$ cat src/logic/tracker_pkg.sv
package tracker_pkg;

    // coordinate and accumulator widths
    localparam int COORD_W = 12;     // pixel x / y
    localparam int COUNT_W = 20;     // matched pixels per frame
    localparam int SUM_W   = 32;     // coordinate sums, also divider width
    localparam int POS_W   = 12;     // mapped output positions

    // RGB565 channel thresholds
    localparam logic [4:0] RED_MIN          = 5'd20;
    localparam logic [5:0] GREEN_MAX        = 6'd24;
    localparam logic [4:0] BLUE_MIN         = 5'd20;
    localparam logic [4:0] RED_MAX_FOR_BLUE = 5'd12;  // hand needs little red

    // output shaping
    localparam int POS_BIAS  = 1800;  // keeps outputs clear of zero
    localparam int HEAD_LIFT = 75;    // head drawn above the hand

    // frames to let exposure settle before the origin is taken
    localparam int CAL_FRAMES = 3;
    localparam int CAL_W      = $clog2(CAL_FRAMES + 1);

endpackage

$ cat src/logic/pixel_capture.sv
`timescale 1ns/100ps

module pixel_capture import tracker_pkg::*; (
    input  logic               clk_in,
    input  logic               rst_in,
    input  logic [7:0]         cam_data,
    input  logic               cam_pclk,
    input  logic               cam_href,
    input  logic               cam_vsync,
    output logic               cam_xclk,
    output logic               cam_pwdn,
    output logic               pix_valid,
    output logic [15:0]        pix_rgb,
    output logic [COORD_W-1:0] pix_x,
    output logic [COORD_W-1:0] pix_y,
    output logic               frame_end
);

    logic [7:0]         data_meta, data_sync;        // byte rides the same two stages
    logic [2:0]         ctl_meta, ctl_sync, ctl_prev; // {vsync, href, pclk}
    logic               pclk_rise, href_fall, vsync_rise;
    logic               take_byte;
    logic               byte_phase;                   // high while first byte is held
    logic [7:0]         hi_byte;
    logic [COORD_W-1:0] x_cnt, y_cnt;

    assign cam_pwdn = 1'b0;  // camera stays powered

    assign pclk_rise  = ctl_sync[0] & ~ctl_prev[0];
    assign href_fall  = ~ctl_sync[1] & ctl_prev[1];  // end of a line
    assign vsync_rise = ctl_sync[2] & ~ctl_prev[2];
    assign take_byte  = pclk_rise & ctl_sync[1];     // only bytes inside href

    // camera master clock, half the system rate
    always_ff @(posedge clk_in) begin
        if (rst_in) begin
            cam_xclk <= 1'b0;
        end else begin
            cam_xclk <= ~cam_xclk;
        end
    end

    // two-flop sync of the control pins, plus one for edges
    always_ff @(posedge clk_in) begin
        if (rst_in) begin
            ctl_meta <= '0;
            ctl_sync <= '0;
            ctl_prev <= '0;
        end else begin
            ctl_meta <= {cam_vsync, cam_href, cam_pclk};
            ctl_sync <= ctl_meta;
            ctl_prev <= ctl_sync;
        end
    end

    always_ff @(posedge clk_in) begin
        data_meta <= cam_data;
        data_sync <= data_meta;  // lines up with ctl_sync
    end

    // byte pairing and coordinate counters
    always_ff @(posedge clk_in) begin
        if (rst_in) begin
            pix_valid  <= 1'b0;
            frame_end  <= 1'b0;
            byte_phase <= 1'b0;
            x_cnt      <= '0;
            y_cnt      <= '0;
        end else begin
            pix_valid <= 1'b0;
            frame_end <= vsync_rise;
            if (vsync_rise) begin
                x_cnt      <= '0;
                y_cnt      <= '0;
                byte_phase <= 1'b0;
            end else if (href_fall) begin
                x_cnt      <= '0;
                y_cnt      <= y_cnt + 1'b1;  // next line
                byte_phase <= 1'b0;
            end else if (take_byte) begin
                byte_phase <= ~byte_phase;
                if (byte_phase) begin
                    pix_valid <= 1'b1;          // second byte completes the pixel
                    x_cnt     <= x_cnt + 1'b1;
                end
            end
        end
    end

    always_ff @(posedge clk_in) begin
        if (take_byte) begin
            if (!byte_phase) begin
                hi_byte <= data_sync;  // r5 g3
            end else begin
                pix_rgb <= {hi_byte, data_sync};
                pix_x   <= x_cnt;
                pix_y   <= y_cnt;
            end
        end
    end

endmodule

$ cat src/logic/color_classifier.sv
`timescale 1ns/100ps

module color_classifier import tracker_pkg::*; (
    input  logic               clk_in,
    input  logic               rst_in,
    input  logic               pix_valid,
    input  logic [15:0]        pix_rgb,
    input  logic [COORD_W-1:0] pix_x,
    input  logic [COORD_W-1:0] pix_y,
    input  logic               frame_end,
    output logic               cls_valid,
    output logic [COORD_W-1:0] cls_x,
    output logic [COORD_W-1:0] cls_y,
    output logic               is_head,
    output logic               is_hand,
    output logic               cls_frame_end
);

    logic [4:0] red, blue;
    logic [5:0] green;
    logic       head_hit, hand_hit;

    // RGB565 split
    assign red   = pix_rgb[15:11];
    assign green = pix_rgb[10:5];
    assign blue  = pix_rgb[4:0];

    // red marker, head
    assign head_hit = (red >= RED_MIN) && (green <= GREEN_MAX) && (blue < BLUE_MIN);
    // blue marker, hand
    assign hand_hit = (blue >= BLUE_MIN) && (green <= GREEN_MAX) && (red < RED_MAX_FOR_BLUE);

    always_ff @(posedge clk_in) begin
        if (rst_in) begin
            cls_valid     <= 1'b0;
            is_head       <= 1'b0;
            is_hand       <= 1'b0;
            cls_frame_end <= 1'b0;
        end else begin
            cls_valid     <= pix_valid;
            is_head       <= pix_valid & head_hit;
            is_hand       <= pix_valid & hand_hit;
            cls_frame_end <= frame_end;  // same delay as the last pixel
        end
    end

    always_ff @(posedge clk_in) begin
        cls_x <= pix_x;
        cls_y <= pix_y;
    end

endmodule

$ cat src/logic/seq_divider.sv
`timescale 1ns/100ps

module seq_divider import tracker_pkg::*; (
    input  logic             clk_in,
    input  logic             rst_in,
    input  logic             start,
    input  logic [SUM_W-1:0] dividend,
    input  logic [SUM_W-1:0] divisor,
    output logic             done,
    output logic [SUM_W-1:0] quotient
);

    logic [SUM_W-1:0]         rem;   // partial remainder
    logic [SUM_W-1:0]         den;
    logic [SUM_W:0]           trial; // remainder shifted with next dividend bit
    logic [$clog2(SUM_W)-1:0] iter;
    logic                     busy;

    // quotient register doubles as the dividend shifter
    assign trial = {rem, quotient[SUM_W-1]};

    always_ff @(posedge clk_in) begin
        if (rst_in) begin
            busy <= 1'b0;
            done <= 1'b0;
            iter <= '0;
        end else begin
            done <= 1'b0;
            if (start) begin
                busy <= 1'b1;
                iter <= '0;
            end else if (busy) begin
                iter <= iter + 1'b1;
                if (iter == SUM_W - 1) begin
                    busy <= 1'b0;
                    done <= 1'b1;  // SUM_W+1 edges after start
                end
            end
        end
    end

    always_ff @(posedge clk_in) begin
        if (start) begin
            rem      <= '0;
            den      <= divisor;
            quotient <= dividend;
        end else if (busy) begin
            if (trial >= {1'b0, den}) begin
                rem      <= SUM_W'(trial - {1'b0, den});  // fits, below den
                quotient <= {quotient[SUM_W-2:0], 1'b1};
            end else begin
                rem      <= trial[SUM_W-1:0];             // restore
                quotient <= {quotient[SUM_W-2:0], 1'b0};
            end
        end
    end

endmodule

$ cat src/logic/centroid_accum.sv
`timescale 1ns/100ps

module centroid_accum import tracker_pkg::*; (
    input  logic               clk_in,
    input  logic               rst_in,
    input  logic               cls_valid,
    input  logic               match,
    input  logic [COORD_W-1:0] cls_x,
    input  logic [COORD_W-1:0] cls_y,
    input  logic               cls_frame_end,
    output logic               cent_valid,
    output logic [COORD_W-1:0] cent_x,
    output logic [COORD_W-1:0] cent_y
);

    logic [SUM_W-1:0]   sum_x, sum_y;
    logic [COUNT_W-1:0] count;
    logic               div_start;
    logic               done_x, done_y;
    logic [SUM_W-1:0]   quo_x, quo_y;

    // dividers sample the sums on the same edge that clears them
    assign div_start = cls_frame_end && (count != '0);  // empty frame, no divide

    always_ff @(posedge clk_in) begin
        if (rst_in) begin
            sum_x <= '0;
            sum_y <= '0;
            count <= '0;
        end else if (cls_frame_end) begin
            sum_x <= '0;  // fresh frame
            sum_y <= '0;
            count <= '0;
        end else if (cls_valid && match) begin
            sum_x <= sum_x + SUM_W'(cls_x);
            sum_y <= sum_y + SUM_W'(cls_y);
            count <= count + 1'b1;
        end
    end

    seq_divider i_div_x (
        .clk_in   (clk_in),
        .rst_in   (rst_in),
        .start    (div_start),
        .dividend (sum_x),
        .divisor  (SUM_W'(count)),
        .done     (done_x),
        .quotient (quo_x)
    );

    seq_divider i_div_y (
        .clk_in   (clk_in),
        .rst_in   (rst_in),
        .start    (div_start),
        .dividend (sum_y),
        .divisor  (SUM_W'(count)),
        .done     (done_y),
        .quotient (quo_y)
    );

    // both finish together, strobe once
    always_ff @(posedge clk_in) begin
        if (rst_in) begin
            cent_valid <= 1'b0;
        end else begin
            cent_valid <= done_x & done_y;
        end
    end

    always_ff @(posedge clk_in) begin
        if (done_x && done_y) begin
            cent_x <= quo_x[COORD_W-1:0];  // mean never exceeds a coordinate
            cent_y <= quo_y[COORD_W-1:0];
        end
    end

endmodule

$ cat src/logic/origin_calibrator.sv
`timescale 1ns/100ps

module origin_calibrator import tracker_pkg::*; (
    input  logic               clk_in,
    input  logic               rst_in,
    input  logic               frame_end,
    input  logic               head_valid,
    input  logic [COORD_W-1:0] head_x,
    input  logic [COORD_W-1:0] head_y,
    output logic [COORD_W-1:0] origin_x,
    output logic [COORD_W-1:0] origin_y,
    output logic               cal_done
);

    logic [CAL_W-1:0] frames_left;  // settling countdown

    always_ff @(posedge clk_in) begin
        if (rst_in) begin
            frames_left <= CAL_W'(CAL_FRAMES);
            cal_done    <= 1'b0;
            origin_x    <= '0;  // zero until calibrated
            origin_y    <= '0;
        end else begin
            if (frame_end && (frames_left != '0)) begin
                frames_left <= frames_left - 1'b1;
            end
            // first head centroid after settling, taken once
            if (head_valid && (frames_left == '0) && !cal_done) begin
                origin_x <= head_x;
                origin_y <= head_y;
                cal_done <= 1'b1;  // sticky until reset
            end
        end
    end

endmodule

$ cat src/logic/position_mapper.sv
`timescale 1ns/100ps

module position_mapper import tracker_pkg::*; (
    input  logic               clk_in,
    input  logic               rst_in,
    input  logic               use_head_offset,
    input  logic               use_hand_offset,
    input  logic               head_cent_valid,
    input  logic [COORD_W-1:0] head_cent_x,
    input  logic [COORD_W-1:0] head_cent_y,
    input  logic               hand_cent_valid,
    input  logic [COORD_W-1:0] hand_cent_x,
    input  logic [COORD_W-1:0] hand_cent_y,
    input  logic [COORD_W-1:0] origin_x,
    input  logic [COORD_W-1:0] origin_y,
    output logic [POS_W-1:0]   head_x,
    output logic [POS_W-1:0]   head_y,
    output logic [POS_W-1:0]   hand_x,
    output logic [POS_W-1:0]   hand_y,
    output logic               head_valid,
    output logic               hand_valid
);

    logic [POS_W-1:0] head_off_x, head_off_y, hand_off_x, hand_off_y;
    logic [POS_W-1:0] head_x_nxt, head_y_nxt, hand_x_nxt, hand_y_nxt;

    // all arithmetic wraps at POS_W
    always_comb begin
        head_off_x = use_head_offset ? POS_W'(origin_x) : '0;
        head_off_y = use_head_offset ? POS_W'(origin_y) : '0;
        hand_off_x = use_hand_offset ? POS_W'(origin_x) : '0;  // hand relative to head origin
        hand_off_y = use_hand_offset ? POS_W'(origin_y) : '0;

        head_x_nxt = POS_W'(head_cent_x) + POS_W'(POS_BIAS) - head_off_x;
        head_y_nxt = POS_W'(head_cent_y) + POS_W'(POS_BIAS) - POS_W'(HEAD_LIFT) - head_off_y;
        hand_x_nxt = POS_W'(hand_cent_x) + POS_W'(POS_BIAS) - hand_off_x;
        hand_y_nxt = POS_W'(hand_cent_y) + POS_W'(POS_BIAS) - hand_off_y;
    end

    always_ff @(posedge clk_in) begin
        if (rst_in) begin
            head_valid <= 1'b0;
            hand_valid <= 1'b0;
        end else begin
            head_valid <= head_cent_valid;
            hand_valid <= hand_cent_valid;
        end
    end

    // positions hold between strobes
    always_ff @(posedge clk_in) begin
        if (head_cent_valid) begin
            head_x <= head_x_nxt;
            head_y <= head_y_nxt;
        end
        if (hand_cent_valid) begin
            hand_x <= hand_x_nxt;
            hand_y <= hand_y_nxt;
        end
    end

endmodule

$ cat src/logic/camera_tracker.sv
`timescale 1ns/100ps

module camera_tracker import tracker_pkg::*; (
    input  logic             clk_in,
    input  logic             rst_in,
    input  logic [7:0]       cam_data,
    input  logic             cam_pclk,
    input  logic             cam_href,
    input  logic             cam_vsync,
    output logic             cam_xclk,
    output logic             cam_pwdn,
    input  logic             use_hand_offset,
    input  logic             use_head_offset,
    output logic [POS_W-1:0] head_x,
    output logic [POS_W-1:0] head_y,
    output logic             head_valid,
    output logic [POS_W-1:0] hand_x,
    output logic [POS_W-1:0] hand_y,
    output logic             hand_valid,
    output logic             cal_done
);

    // capture side
    logic               pix_valid, frame_end;
    logic [15:0]        pix_rgb;
    logic [COORD_W-1:0] pix_x, pix_y;
    // classified pixels
    logic               cls_valid, is_head, is_hand, cls_frame_end;
    logic [COORD_W-1:0] cls_x, cls_y;
    // centroids and origin
    logic               head_cent_valid, hand_cent_valid;
    logic [COORD_W-1:0] head_cent_x, head_cent_y, hand_cent_x, hand_cent_y;
    logic [COORD_W-1:0] origin_x, origin_y;

    pixel_capture i_pixel_capture (
        .clk_in    (clk_in),
        .rst_in    (rst_in),
        .cam_data  (cam_data),
        .cam_pclk  (cam_pclk),
        .cam_href  (cam_href),
        .cam_vsync (cam_vsync),
        .cam_xclk  (cam_xclk),
        .cam_pwdn  (cam_pwdn),
        .pix_valid (pix_valid),
        .pix_rgb   (pix_rgb),
        .pix_x     (pix_x),
        .pix_y     (pix_y),
        .frame_end (frame_end)
    );

    color_classifier i_color_classifier (
        .clk_in        (clk_in),
        .rst_in        (rst_in),
        .pix_valid     (pix_valid),
        .pix_rgb       (pix_rgb),
        .pix_x         (pix_x),
        .pix_y         (pix_y),
        .frame_end     (frame_end),
        .cls_valid     (cls_valid),
        .cls_x         (cls_x),
        .cls_y         (cls_y),
        .is_head       (is_head),
        .is_hand       (is_hand),
        .cls_frame_end (cls_frame_end)
    );

    // red marker
    centroid_accum i_head_accum (
        .clk_in        (clk_in),
        .rst_in        (rst_in),
        .cls_valid     (cls_valid),
        .match         (is_head),
        .cls_x         (cls_x),
        .cls_y         (cls_y),
        .cls_frame_end (cls_frame_end),
        .cent_valid    (head_cent_valid),
        .cent_x        (head_cent_x),
        .cent_y        (head_cent_y)
    );

    // blue marker
    centroid_accum i_hand_accum (
        .clk_in        (clk_in),
        .rst_in        (rst_in),
        .cls_valid     (cls_valid),
        .match         (is_hand),
        .cls_x         (cls_x),
        .cls_y         (cls_y),
        .cls_frame_end (cls_frame_end),
        .cent_valid    (hand_cent_valid),
        .cent_x        (hand_cent_x),
        .cent_y        (hand_cent_y)
    );

    origin_calibrator i_origin_calibrator (
        .clk_in     (clk_in),
        .rst_in     (rst_in),
        .frame_end  (cls_frame_end),
        .head_valid (head_cent_valid),
        .head_x     (head_cent_x),
        .head_y     (head_cent_y),
        .origin_x   (origin_x),
        .origin_y   (origin_y),
        .cal_done   (cal_done)
    );

    position_mapper i_position_mapper (
        .clk_in          (clk_in),
        .rst_in          (rst_in),
        .use_head_offset (use_head_offset),
        .use_hand_offset (use_hand_offset),
        .head_cent_valid (head_cent_valid),
        .head_cent_x     (head_cent_x),
        .head_cent_y     (head_cent_y),
        .hand_cent_valid (hand_cent_valid),
        .hand_cent_x     (hand_cent_x),
        .hand_cent_y     (hand_cent_y),
        .origin_x        (origin_x),
        .origin_y        (origin_y),
        .head_x          (head_x),
        .head_y          (head_y),
        .hand_x          (hand_x),
        .hand_y          (hand_y),
        .head_valid      (head_valid),
        .hand_valid      (hand_valid)
    );

endmodule

$ cat config.mk
export PLATFORM = sky130hd
export DESIGN_NAME = camera_tracker
export DESIGN_NICKNAME = d
export VERILOG_FILES = /design/src/logic/tracker_pkg.sv /design/src/logic/pixel_capture.sv /design/src/logic/color_classifier.sv /design/src/logic/seq_divider.sv /design/src/logic/centroid_accum.sv /design/src/logic/origin_calibrator.sv /design/src/logic/position_mapper.sv /design/src/logic/camera_tracker.sv
export SDC_FILE = /design/constraint.sdc
export NUM_CORES = 2
export LEC_CHECK = 0
export BUFFER_PORTS_ARGS = -buffer_cell sky130_fd_sc_hd__clkbuf_2
export CORE_ASPECT_RATIO = 1.1
export CORE_MARGIN = 2
export CORE_UTILIZATION = 35
export DETAILED_ROUTE_END_ITERATION = 16
export GPL_ROUTABILITY_DRIVEN = 1
export GPL_TIMING_DRIVEN = 0
export PLACE_DENSITY = 0.63
export SYNTH_ARGS = -nofsm -noshare
export SYNTH_HDL_FRONTEND = slang
export SYNTH_SLANG_ARGS = --single-unit
$ cat constraint.sdc
create_clock -name clk_in -period 3.15 [get_ports clk_in]
set_input_delay 0.63 -clock clk_in [delete_from_list [all_inputs] [get_ports clk_in]]
set_output_delay 0.63 -clock clk_in [all_outputs]
set_load 0.03 [all_outputs]
== Yosys cells after proc, flatten, opt, wreduce, memory -nomap -nowiden ==
Index checks and enable logic that the tools add are counted.

* Logic and storage cells: 193
* Output and inout bits: 53
* Bits in registers: 748
* Input bits: 15

* Reduce and logical (&&, ||, !) cells: 34
* Order comparisons: 9
* Bitwise logic cells: 18
* $add $sub $neg: 26
* Equal/unequal tests: 4
* Mux-type cells: 37

{| class="wikitable"
|+ Operators by type and width
! operator !! number
|-
| 32-bit two-way mux || 12
|-
| 33-bit by 20-bit >= comparator with 1-bit output || 4
|-
| 32-bit by 12-bit adder with 32-bit output || 4
|-
| 32-bit by 20-bit subtractor with 32-bit output || 4
|-
| 12-bit by 11-bit adder with 12-bit output, second input constant || 4
|-
| 12-bit two-way mux || 4
|-
| 12-bit subtractor || 4
|-
| 20-bit by 1-bit adder with 20-bit output, second input constant || 2
|-
| 20-bit nonzero test || 2
|-
| 12-bit by 1-bit adder with 12-bit output, second input constant || 2
|-
| 1-bit two-way mux || 21
|-
| 5-bit by 1-bit adder with 5-bit output, second input constant || 4
|-
| 5-bit == test, second input constant || 4
|-
| 3-bit OR reduction || 5
|-
| 1-bit logical AND || 13
|-
| 12-bit by 7-bit subtractor with 12-bit output, second input constant || 1
|-
| 5-bit >= comparator, second input constant || 2
|-
| 1-bit inverter || 10
|-
| 2-bit nonzero test || 5
|-
| 1-bit AND || 8
|-
| 2-bit OR reduction || 4
|-
| 6-bit by 5-bit <= comparator with 1-bit output, second input constant || 1
|-
| 5-bit by 4-bit < comparator with 1-bit output, second input constant || 1
|-
| 5-bit < comparator, second input constant || 1
|-
| other kinds (5) || 6
|}

== Longest topological paths before layout ==
* Word-level depth: 5
* Gate-level depth with buffers: 16
* Depth with buffers taken out: 15

== Modules after synthesis ==
A second synthesis with hierarchy kept.

* Cells, all modules: 4246
* Area, all modules: 43419.1 µm²

{| class="wikitable"
|+ By module, submodules not included
! module !! area an instance (µm²) !! sequential area each (µm²) !! instances !! cells each
|-
| seq_divider || 5824.3 || 2702.6 || 4 || 560
|-
| centroid_accum (i_hand_accum) || 5451.5 || 2422.3 || 1 || 609
|-
| centroid_accum (i_head_accum) || 5382.7 || 2422.3 || 1 || 567
|-
| position_mapper || 4340.4 || 1481.4 || 1 || 451
|-
| pixel_capture || 3291.9 || 2502.4 || 1 || 223
|-
| origin_calibrator || 1018.5 || 540.5 || 1 || 119
|-
| color_classifier || 636.9 || 560.5 || 1 || 37
|}

== Worst setup path before layout ==
No wires, ideal clock.

* Kind: register to register
* From: register i_pixel_capture.ctl_prev[0]
* To: register i_pixel_capture.x_cnt[5]
* Buffers on the path: 0
* Setup time: 70 ps
* Path slack: -178 ps
* Period minus slack after synthesis: 3328 ps
* Stages on the path, launching flop included: 6
* Data arrival time: 3258 ps
* Data required time: 3080 ps
* Path through: dfxtp_1 > nand3b_1 > nor2_1 > nand4_1 > or3_1 > a21oi_1

* Cells in the longest elaborated chain, start to end: 4

{| class="wikitable"
|+ RTL lines
! element !! RTL line !! text
|-
| start, declared || pixel_capture.sv:20 || <nowiki>logic [2:0] ctl_meta, ctl_sync, ctl_prev;</nowiki>
|-
| start signal, assigned || pixel_capture.sv:52 || <nowiki>ctl_prev <= ctl_sync;</nowiki>
|-
| 1-bit inverter || pixel_capture.sv:29 || <nowiki>assign pclk_rise = ctl_sync[0] & ~ctl_prev[0];</nowiki>
|-
| 1-bit AND || pixel_capture.sv:29 ||
|-
| 1-bit AND || pixel_capture.sv:32 || <nowiki>assign take_byte = pclk_rise & ctl_sync[1];</nowiki>
|-
| 2-bit AND reduction (no line) || -- ||
|-
| end signal, assigned || pixel_capture.sv:84 || <nowiki>x_cnt <= x_cnt + 1'b1;</nowiki>
|-
| end, declared || pixel_capture.sv:25 || <nowiki>logic [COORD_W-1:0] x_cnt, y_cnt;</nowiki>
|}

No other way between the ends.
A chain may end at the register's enable or synchronous reset.

==> flow_metrics.py <==
metrics = {
    "status": {
        "status": "complete, no violations",
    },
    "drt": {
        "routed_wl_um": 92100,
        "viasPerCell": 5.038,
        "first_pass_iters": 5,
        "drtIter0Drc": 1995,
        "vias": 27908,
        "route.detailed.drc": 0,
        "wl_per_cell_um": 16.63,
        "ant_nets": 0,
    },
    "hold_path": {
        "min_path_type": "in -> reg",
        "hold_end": "i_pixel_capture.data_meta[0]$_DFF_P_",
        "hold_depth": 1,
        "min-delay-start": "cam_data[0]",
    },
    "timing": {
        "max_slew.worst_pin.slew_ps": 1213,
        "totalNegativeSetupSlack_ps": 0,
        "skew_ps": 25.70,
        "fin_ws_ps": 70.26,
        "fmax_ghz": 0.3247,
        "fin_crit_ps": 3080,
        "slew_headroom": 0.1904,
        "drv_slew": 0,
        "finalHoldViolCount": 0,
        "period_share": 0.9777,
        "setup_viol": 0,
        "rsz0062_at_grt": "true",
    },
    "global_route": {
        "grtUsageTotal": 0.1679,
        "overflow": 0,
        "grt_pass1_vias": 26311,
        "grt_max_degree": 33,
        "antenna_found_initial": 3,
        "grt_pass1_wl_um": 145000,
    },
    "critical_path": {
        "timing_worst_setup_path_type": "reg -> reg",
        "path_max_fanout": 6,
        "end_kind": "flip-flop",
        "r2r_end": "i_hand_accum.i_div_x.rem[31]$_SDFFE_PP0P_",
        "start_kind": "flip-flop",
        "r2r_start": "i_hand_accum.i_div_y.den[1]$_DFFE_PP_",
        "r2r_slack_ps": 70,
        "worstSetupStartpoint": "i_hand_accum.i_div_y.den[1]$_DFFE_PP_",
        "crit_required_ps": 3730,
        "rr_worst_depth": 12,
        "worst_ep_arrival_time_ps": 3660,
    },
    "place": {
        "pre_cts_ws_ps": -666.2,
        "place_congestion": 0.8965,
        "io_buffer_count": 66,
        "place_hpwl_um": 66290,
    },
    "clocking": {
        "clockBufferDepth": 3,
        "cts_sinks": 742,
        "cts_max_level": 3,
        "clk_latency_ps": 650,
        "cts_hold_buffers": 0,
        "numCtsBuffers": 81,
        "root_buffer": "clkbuf_16",
        "path_clk_slew_ps": 60,
        "cts_tree": "built",
    },
    "synth": {
        "synthTopCellsByCount": "nand2_1 (682), dfxtp_1 (436), nor2_1 (334), a21oi_1 (325), edfxtp_1 (306)",
        "synth_flop_cell": "dfxtp_1",
        "synth_nets": 4160,
        "synth-edff-count": 306,
        "yosys.cell_count.top_type": "nand2_1",
        "async_flop_share": 0,
        "yosysUniqueCellTypes": 77,
        "synth_largest_area_cell": "edfxtp_1",
        "synth_area_leaders": "edfxtp_1 (25%), dfxtp_1 (24%), ha_1 (7.8%)",
        "synth_top_area_frac": 0.2508,
        "seq_area_frac_synth": 0.4890,
        "synth_cells": 3906,
        "ys_warn_count": 0,
        "avgSynthCellArea_um2": 9.381,
        "synth-seq-cells": 742,
        "synth.cell_area_um2": 36640,
    },
    "die": {
        "die_h_um": 343.4,
        "start_util": 0.3525,
        "num_io_pins": 68,
        "coreArea_um2": 104000,
        "row_count": 124,
        "dieWidth_um": 312.5,
        "die_area_um2": 107300,
    },
    "layout": {
        "utilization": 0.4094,
        "drive_gt1_frac": 0.09006,
        "area_delta_synth_final_pct": 16.15,
        "regArea_um2": 17920,
        "fillers": 10147,
        "nets": 4339,
        "diodes": 0,
        "multiInputGateArea_um2": 18000,
    },
    "pwr": {
        "p_per_area_nw_per_um2": 558.0,
        "leakage_nw": 16.50,
        "vdd_ir_drop_max_uv": 388.4,
    },
    "run": {
        "drv_cap": 0,
    },
}
==> final cells by class <==
class                           instances  area share
Multi-Input combinational cell       2832      0.4229
Sequential cell                       742      0.4210
Clock buffer                          103     0.05224
Tap cell                             1386     0.04074
Inverter                              182     0.01632
Clock inverter                         48     0.01626
Buffer                                148     0.01617
Timing Repair Buffer                   95     0.01388
Timing Repair inverter                  3   0.0005291
==> cell families after synthesis <==
| group | count (synthesis) | synth area share |
|---|---|---|
| mux | 32 | 0.008741 |
| buf+inv | 333 | 0.03554 |
| fa+ha+maj | 239 | 0.08406 |
| compound gates | 752 | 0.1239 |
| flops | 742 | 0.4890 |
| xor+xnor | 304 | 0.07266 |
| other cells | 1 | 0.0001023 |
| simple gates | 1503 | 0.1861 |
==> power by group <==
part           internal [W]  switching (W)  total [W]
combinational       0.00119        0.00157    0.00276
sequential           0.0103       0.000354     0.0106
clock               0.00628        0.00407     0.0103
==> metal layers <==
layer | GRT usage | wire length, um | up-vias
met1 | 0.2338 | 43670 | 13198
met3 | 0.02273 | 4398 | 152
met4 | 0.05881 | 2704 | 4
li1 | - | - | 13963
met2 | 0.2677 | 41300 | 591
met5 | 0 | 24 | -
==> state kept, by name, summed over array words and instances, names as in the netlist, 32 cells and up <==
name                           flops
i_hand_accum.i_div_x.quotient     32
i_hand_accum.i_div_x.rem          32
i_hand_accum.i_div_y.quotient     32
i_hand_accum.i_div_y.rem          32
i_hand_accum.sum_x                32
i_hand_accum.sum_y                32
i_head_accum.i_div_x.quotient     32
i_head_accum.i_div_x.rem          32
i_head_accum.i_div_y.quotient     32
i_head_accum.i_div_y.rem          32
i_head_accum.sum_x                32
i_head_accum.sum_y                32
==> metrics by stage <==
step                hold slack [ps]  total power, W  std cells  cell area [um2]
detailed placement            312.1         0.01333       5360            38780
floorplan                     309.6         0.01279       3906            36670
finish                        98.69         0.02375       5539            42560
global route                  67.34         0.02470       5539            42560
CTS                           54.87         0.02376       5528            41980
global placement              310.7         0.01330       5358            38730
==> layout by cell type (no fill, tap or decap), types with 11 or more instances in the layout <==
| master | n |
|---|---|
| a211oi_1 | 51 |
| a21o_1 | 45 |
| a21oi_1 | 308 |
| a21oi_2 | 13 |
| a31oi_1 | 17 |
| and2_1 | 42 |
| and3_1 | 37 |
| and4_1 | 15 |
| buf_1 | 13 |
| buf_4 | 29 |
| bufinv_16 | 15 |
| clkbuf_1 | 121 |
| clkbuf_16 | 85 |
| clkbuf_2 | 73 |
| clkinv_2 | 11 |
| dfxtp_1 | 435 |
| edfxtp_1 | 306 |
| fa_1 | 11 |
| ha_1 | 223 |
| inv_1 | 172 |
| mux2i_1 | 32 |
| nand2_1 | 681 |
| nand2b_1 | 36 |
| nand3_1 | 85 |
| nand4_1 | 45 |
| nor2_1 | 330 |
| nor2b_1 | 41 |
| nor3_1 | 50 |
| nor4_1 | 19 |
| o21a_1 | 19 |
| o21ai_0 | 158 |
| o21bai_1 | 31 |
| or2_2 | 11 |
| or3_1 | 44 |
| xnor2_1 | 162 |
| xor2_1 | 142 |
==> worst max path at each step <==
stage	end	cells past startpoint
after CTS	i_head_accum.i_div_x.rem[17]$_SDFFE_PP0P_	12
after floorplan	i_position_mapper.hand_x[11]$_DFFE_PP_	14
after detailed placement	i_position_mapper.hand_x[11]$_DFFE_PP_	16
after global routing	i_hand_accum.i_div_y.rem[26]$_SDFFE_PP0P_	12
after global placement	i_hand_accum.i_div_x.quotient[1]$_DFFE_PP_	8
final	i_hand_accum.i_div_x.rem[31]$_SDFFE_PP0P_	12
==> worst max-delay path: stages (launching register included) <==
cell      delay [ps]
edfxtp_1         400
inv_2             50
buf_4            130
ha_1             270
nor2b_1          140
o31a_1           300
o31ai_4          310
a21oi_4          170
a21o_1           290
a21oi_4          210
nand3_2          150
or4_1            420
a31oi_1          160
==> repair_timing <==
action / 4_1_cts / 5_1_grt
setup endpoints to repair: 268 / 266
cloned: 3 / 2
resized for setup: 41 / 109
setup buffers: 16 / 10
pin swaps: 2 / 20
Power figures use the tool's default switching activity.
